===== config.mk =====
export PLATFORM = sky130hd
export DESIGN_NAME = noc_inject_flat
export DESIGN_NICKNAME = d
export VERILOG_FILES = /design/src/noc_pkg.sv /design/src/noc_link_if.sv /design/src/noc_inject.sv /design/src/flat_wrapper.sv
export SDC_FILE = /design/constraint.sdc
export NUM_CORES = 1
export LEC_CHECK = 0
export ABC_CLOCK_PERIOD_IN_PS = 1400
export CAP_MARGIN = 20
export CORE_AREA = 3 3 40 42
export CTS_CLUSTER_DIAMETER = 150
export CTS_CLUSTER_SIZE = 40
export DETAILED_ROUTE_END_ITERATION = 6
export DIE_AREA = 0 0 43 45
export DONT_BUFFER_PORTS = 1
export GPL_ROUTABILITY_DRIVEN = 0
export SETUP_SLACK_MARGIN = 0.02
export SYNTH_ARGS = -nofsm -noshare
export SYNTH_HDL_FRONTEND = slang
export SYNTH_SLANG_ARGS = --single-unit

===== constraint.sdc =====
create_clock -name clk -period 1.4 [get_ports clk]
set_input_delay 0.14 -clock clk [delete_from_list [all_inputs] [get_ports clk]]
set_output_delay 0.14 -clock clk [all_outputs]
set_load 0.03 [all_outputs]

===== src/noc_pkg.sv =====
// ********************
// mesh coordinate widths, sized for at most 4 x 2 tiles
// port order of every router is P, W, E, N, S
// ********************

package noc_pkg;

  localparam int x_cord_width_c = 2; // up to 4 columns
  localparam int y_cord_width_c = 1; // up to 2 rows

  // router port index, y grows toward S
  typedef enum logic [2:0] {
    P = 3'd0, // local tile
    W = 3'd1,
    E = 3'd2,
    N = 3'd3,
    S = 3'd4
  } noc_dir_e;

endpackage

===== src/noc_link_if.sv =====
`timescale 1ns/100ps
// ********************
// one-packet valid/ready link
// sender holds its packet until ready is seen
// ********************

interface noc_link_if
  import noc_pkg::*;
#(
  parameter int data_width_p = 16
) ();

  logic                      valid;
  logic                      ready;
  logic [x_cord_width_c-1:0] dst_x; // destination tile
  logic [y_cord_width_c-1:0] dst_y;
  logic [data_width_p-1:0]   data;

  modport sender (output valid, output dst_x, output dst_y, output data, input ready);
  modport receiver (input valid, input dst_x, input dst_y, input data, output ready);

endinterface


===== src/noc_inject.sv =====
`timescale 1ns/100ps
// ********************
// one-entry input register into tile (0,0)
// packet shows on the link one cycle after in_valid_i/in_ready_o
// ********************

module noc_inject
  import noc_pkg::*;
#(
  parameter int data_width_p = 16
) (
  input  logic                      clk,
  input  logic                      arst_n_i,
  input  logic                      in_valid_i,
  output logic                      in_ready_o,
  input  logic [x_cord_width_c-1:0] in_x_i,
  input  logic [y_cord_width_c-1:0] in_y_i,
  input  logic [data_width_p-1:0]   in_data_i,
  noc_link_if.sender                link
);

  logic                      full_q;
  logic [x_cord_width_c-1:0] x_q;
  logic [y_cord_width_c-1:0] y_q;
  logic [data_width_p-1:0]   data_q;

  assign in_ready_o = !full_q || link.ready; // empty or draining this edge

  always_ff @(posedge clk or negedge arst_n_i) begin
    if (!arst_n_i)
      full_q <= 1'b0;
    else if (in_valid_i && in_ready_o)
      full_q <= 1'b1;
    else if (link.ready)
      full_q <= 1'b0;
  end

  always_ff @(posedge clk) begin
    if (in_valid_i && in_ready_o) begin
      x_q    <= in_x_i;
      y_q    <= in_y_i;
      data_q <= in_data_i;
    end
  end

  assign link.valid = full_q;
  assign link.dst_x = x_q;
  assign link.dst_y = y_q;
  assign link.data  = data_q;

endmodule


===== src/flat_wrapper.sv =====
// flat-port wrapper written by rule: the top's interface ports become plain ports
module noc_inject_flat import noc_pkg::*;
#(
  parameter int data_width_p = 16
)
  (clk, arst_n_i, in_valid_i, in_ready_o, in_x_i, in_y_i, in_data_i, link_valid, link_dst_x, link_dst_y, link_data, link_ready);
  noc_link_if #(.data_width_p(data_width_p)) link_i ();
  input  logic clk;
  input  logic arst_n_i;
  input  logic in_valid_i;
  output logic in_ready_o;
  input  logic [x_cord_width_c-1:0] in_x_i;
  input  logic [y_cord_width_c-1:0] in_y_i;
  input  logic [data_width_p-1:0] in_data_i;
  output wire logic [$bits(link_i.valid)-1:0] link_valid;
  output wire logic [$bits(link_i.dst_x)-1:0] link_dst_x;
  output wire logic [$bits(link_i.dst_y)-1:0] link_dst_y;
  output wire logic [$bits(link_i.data)-1:0] link_data;
  input wire logic [$bits(link_i.ready)-1:0] link_ready;
  assign link_valid = link_i.valid;
  assign link_dst_x = link_i.dst_x;
  assign link_dst_y = link_i.dst_y;
  assign link_data = link_i.data;
  assign link_i.ready = link_ready;
  noc_inject #(.data_width_p(data_width_p)) u_core (.clk(clk), .arst_n_i(arst_n_i), .in_valid_i(in_valid_i), .in_ready_o(in_ready_o), .in_x_i(in_x_i), .in_y_i(in_y_i), .in_data_i(in_data_i), .link(link_i));
endmodule

After elaboration in Yosys (flattened, before gate mapping)
Cells that the tools add are included.

Memory bits (writable): 0. Bits in read-only memories: 0. Latch bits: 0. Flip-flop bits (word level): 20. Memories: 0.

$lt $le $gt $ge: 0. Multipliers: 0. Shift operators: 0. Add/sub/neg operators: 0. Div/mod/pow operators: 0. Eq/ne operators: 0. Reductions and logical operators: 4. Bitwise logic cells: 0. Multiplexer cells: 2.

Operator list (count): two-way mux 1 bit (2); nonzero test 2 bit (1); logical AND 1 bit (1); zero test 1 bit (1); logical OR 1 bit (1).

Logic depth before layout (Yosys ltp)
Word-level depth: 4. Gate-level depth with buffers: 2.

Least setup slack after synthesis
Ideal clock, no wire load.

Kind: register to register. Start point: register u_core.full_q (netlist: u_core.link.valid). End point: register u_core.data_q[0] (netlist: u_core.link.data[0]) (enable). Slack: 0.127 ns. Stages on the path, launching flop included: 3. Setup time: 0.318 ns. Arrival time: 0.955 ns. Required time: 1.082 ns. Path buffers: 0. Period minus slack after synthesis: 1.273 ns. Cell sequence: dfrtp_1 > nand2b_4 > and2_4.

Cells in the longest elaborated chain, start to end: 3.

Ends and longest elaborated chain: from (decl) (RTL line noc_inject.sv:22) `logic full_q;`; from (signal assigned) (RTL line noc_inject.sv:31) `full_q <= 1'b0;`; from (signal assigned) (RTL line noc_inject.sv:33) `full_q <= 1'b1;`; from (signal assigned) (RTL line noc_inject.sv:35) `full_q <= 1'b0;`; zero test 1 bit (RTL line noc_inject.sv:27) `assign in_ready_o = !full_q || link.ready;`; logical OR 1 bit (RTL line noc_inject.sv:27); via in_ready_o (RTL line flat_wrapper.sv:11) `output logic in_ready_o;`; logical AND 1 bit (RTL line noc_inject.sv:39) `if (in_valid_i && in_ready_o) begin`; to (signal assigned) (RTL line noc_inject.sv:42) `data_q <= in_data_i;`; to (decl) (RTL line noc_inject.sv:25) `logic [data_width_p-1:0] data_q;`.

The timed path passes the listed nets, and every way through them passes these cells. A chain may end at the register's enable or synchronous reset.

Worst setup path after layout
Start point: register u_core.full_q (netlist: u_core.link.valid). End point: register u_core.data_q[1] (netlist: u_core.link.data[1]) (enable).

Cells in the longest elaborated chain, start to end: 3.

Ends and longest elaborated chain (RTL line): zero test 1 bit (noc_inject.sv:27); logical OR 1 bit (noc_inject.sv:27); logical AND 1 bit (noc_inject.sv:39).

Every way passes these cells.

==> flow_summary.json <==
{
  "drt_pre_antenna_iters": 2,
  "seqCellArea_um2": 596,
  "synthXorXnorAreaFrac_pct": 0,
  "clock_buffers_created_by_tritoncts": 3,
  "critical_path_class": "flop to flop",
  "critical_path.endpoint_type": "flop",
  "cts-htree-levels": 1,
  "final_cell_count_no_fill": 65,
  "initialDrtViolationCount": 4,
  "maximum_clock_rate_mhz": 883,
  "detail_route.wl_per_cell_um": 20.1,
  "final.setup.tns_ns": 0,
  "timing.final.setup_violations": 0,
  "vdd.ir_drop.worst_mv": 0.825,
  "root_buffer": "clkbuf_4",
  "combinationalPowerShare_pct": 7.4,
  "drive_gt1_share_pct": 14.0,
  "power.switching_fraction_pct": 25.0,
  "dpl-instance-area_um2": 658,
  "route.detailed.drc": 0,
  "fin_crit_sh_pct": 80.9,
  "synth-seq-cells": 20,
  "floorplan.initialDensity_pct": 48.6,
  "track_usage_pct": 14.6,
  "ys_seq_area_share_pct": 95.4,
  "grt_max_degree": 20,
  "diodes": 0,
  "netlist_area_um2": 624,
  "cap_violations": 0,
  "drt_wl_total_mm": 1.31,
  "layout_setup_ws_ns": 0.267,
  "startpoint_type": "flop",
  "die-area_um2": 1940,
  "run_status": "finished, final reports clean",
  "layout_min_cycle_time_ns": 1.13,
  "synth_flop_cell": "edfxtp_1",
  "cts_tree": "done",
  "clock-sinks": 20,
  "floorplan.core_area_um2": 1280,
  "muxShareOfSynthArea_pct": 0,
  "grt_setup_unrepaired": "no",
  "grt-ovfl-total": 0,
  "post-synth-top-count-cell": "edfxtp_1",
  "yosysWarningCount": 0,
  "ys_async_sr_fraction_pct": 5.00,
  "synthCells": 23,
  "hold_viol": 0,
  "ant_nets": 0,
  "finClkSkew_ns": 0.00950,
  "cts.path.max_buffers": 2,
  "drv_slew": 0,
  "required_time_of_the_critical_path_ns": 1.39,
  "post_synth_and_or_nand_nor_area_fraction_pct": 4.61,
  "clock_power_share_pct": 24.6,
  "netSwitchingPower_uw": 283,
  "relative_slew_slack_pct": 78.2,
  "synth_largest_area_cell": "edfxtp_1",
  "timing.critical_path.fanout_max": 19,
  "powerDensity_nw_per_um2": 1270,
  "die_w_um": 43,
  "via_count_of_the_routed_design": 321,
  "antenna_found_initial": 0,
  "synth_top_family_by_area": "simple AND/OR/NAND/NOR gates",
  "synth.cells.most_frequent": "edfxtp_1, and2_4, dfrtp_1, nand2b_1, nand2b_4",
  "post_cts_resized": 0,
  "synth_largest_type_area_fraction_pct": 91.4,
  "top_level_ports": 44,
  "post-route-util_pct": 69.6,
  "postLayoutCellArea_um2": 895,
  "wire_length_of_the_first_global_routing_pass_mm": 1.89,
  "min_delay_path_class": "primary input to asynchronous set/reset pin",
  "grt_pass1_vias": 345,
  "fin_nets": 74,
  "multi_input_comb_area_um2": 28.8,
  "floorplan.rows": 13,
  "synth_nets": 46,
  "cp.arrival_ns": 1.13,
  "tightest_slew_ns": 0.328,
  "clock_insertion_delay_worst_skew_ns": 0.30,
  "place_inst": 40,
  "detail_route.vias_per_cell": 4.94,
  "n_fill_cell": 84,
  "p_leak_uw": 0.000320,
  "path_clk_slew_ns": 0.10,
  "die_h_um": 45,
  "pwr-share-seq_pct": 67.9,
  "synth-edff-count": 19,
  "syn2layout_area_growth_pct": 43.3,
  "compound_cell_area_share_of_the_yosys_netlist_pct": 0,
  "cellInternalPower_uw": 851,
  "synthDistinctLibCells": 5,
  "buffer_ports.inserted": 0,
  "synthAdderAreaFrac_pct": 0,
  "synth.top_cells.by_area": "edfxtp_1, dfrtp_1, nand2b_4, and2_4, nand2b_1",
  "place_worst_setup_slack_ns": 0.309,
  "synth.avg_cell_area_um2": 27.1,
  "post_cts_buffers": 0,
  "hold_buffers": 21
}
==> power by group through the flow <==
stage | clock, uW | combinational, uW | sequential [uW]
3_3_place_gp | 0 | 34.7 | 783
5_1_grt | 313 | 90.5 | 773
4_1_cts | 266 | 82.3 | 771
2_1_floorplan | 0 | 22.0 | 783
3_5_place_dp | 0 | 36.0 | 785
6_report | 280 | 84.2 | 770
==> final timing paths <==
check,from,endpoint,slack [ns],cells after the start
worst max-delay path,u_core.link.valid,u_core.link.data[1],0.27,2
worst min-delay path,arst_n_i,u_core.link.valid,0.05,1
worst max register to register,u_core.link.valid,u_core.link.data[1],0.27,2
worst min register to register,u_core.link.valid,u_core.link.valid,0.77,3
max in group asynchronous,arst_n_i,u_core.link.valid,1.24,1
min in group clk,link_ready,u_core.link.valid,0.20,3
==> metal layers <==
| metal | global-route usage [%] | vias to the layer above | wire length (um) |
|---|---|---|---|
| met5 | 0 | - | 0 |
| met4 | 7.23 | 0 | 22 |
| met3 | 6.37 | 3 | 153 |
| met2 | 29.9 | 28 | 760 |
| met1 | 11.1 | 148 | 371 |
| li1 | - | 142 | - |
==> cells by family after synthesis <==
kind of cell,Yosys count
DFF,20
and+or+nand+nor,3
==> critical path: stages, from the launching register on <==
cell      delay [ns]
dfrtp_1         0.44
nand2b_4        0.10
and2_4          0.30
==> layout by cell type, fill, tap and decap left out, drive strengths merged <==
master	Yosys	routed
clkinv	0	1
buf	0	2
dlygate4sd3	0	21
clkbuf	0	3
dfrtp	1	1
and2	1	1
edfxtp	19	19
nand2b	2	2
==> through the flow <==
stage | power, uW | hold WS [ns]
after floorplan | 805 | -0.156
after global placement | 818 | -0.156
after CTS | 1120 | 0.0425
final | 1130 | 0.0511
after global routing | 1180 | 0.0320
after detailed placement | 821 | -0.156
==> final cells by class <==
type                            instances  area share [%]
Tap cell                               15            2.10
Clock inverter                          1           0.420
Multi-Input combinational cell          3            3.22
Timing Repair Buffer                   23            25.2
Sequential cell                        20            66.6
Clock buffer                            3            2.52
==> registers in the layout, summed over array words and instances (netlist names) <==
name / flops
u_core.link.data: 16
u_core.link.dst_x: 2
u_core.link.dst_y: 1
u_core.link.valid: 1
No activity file was read; power rests on OpenSTA's default activity.
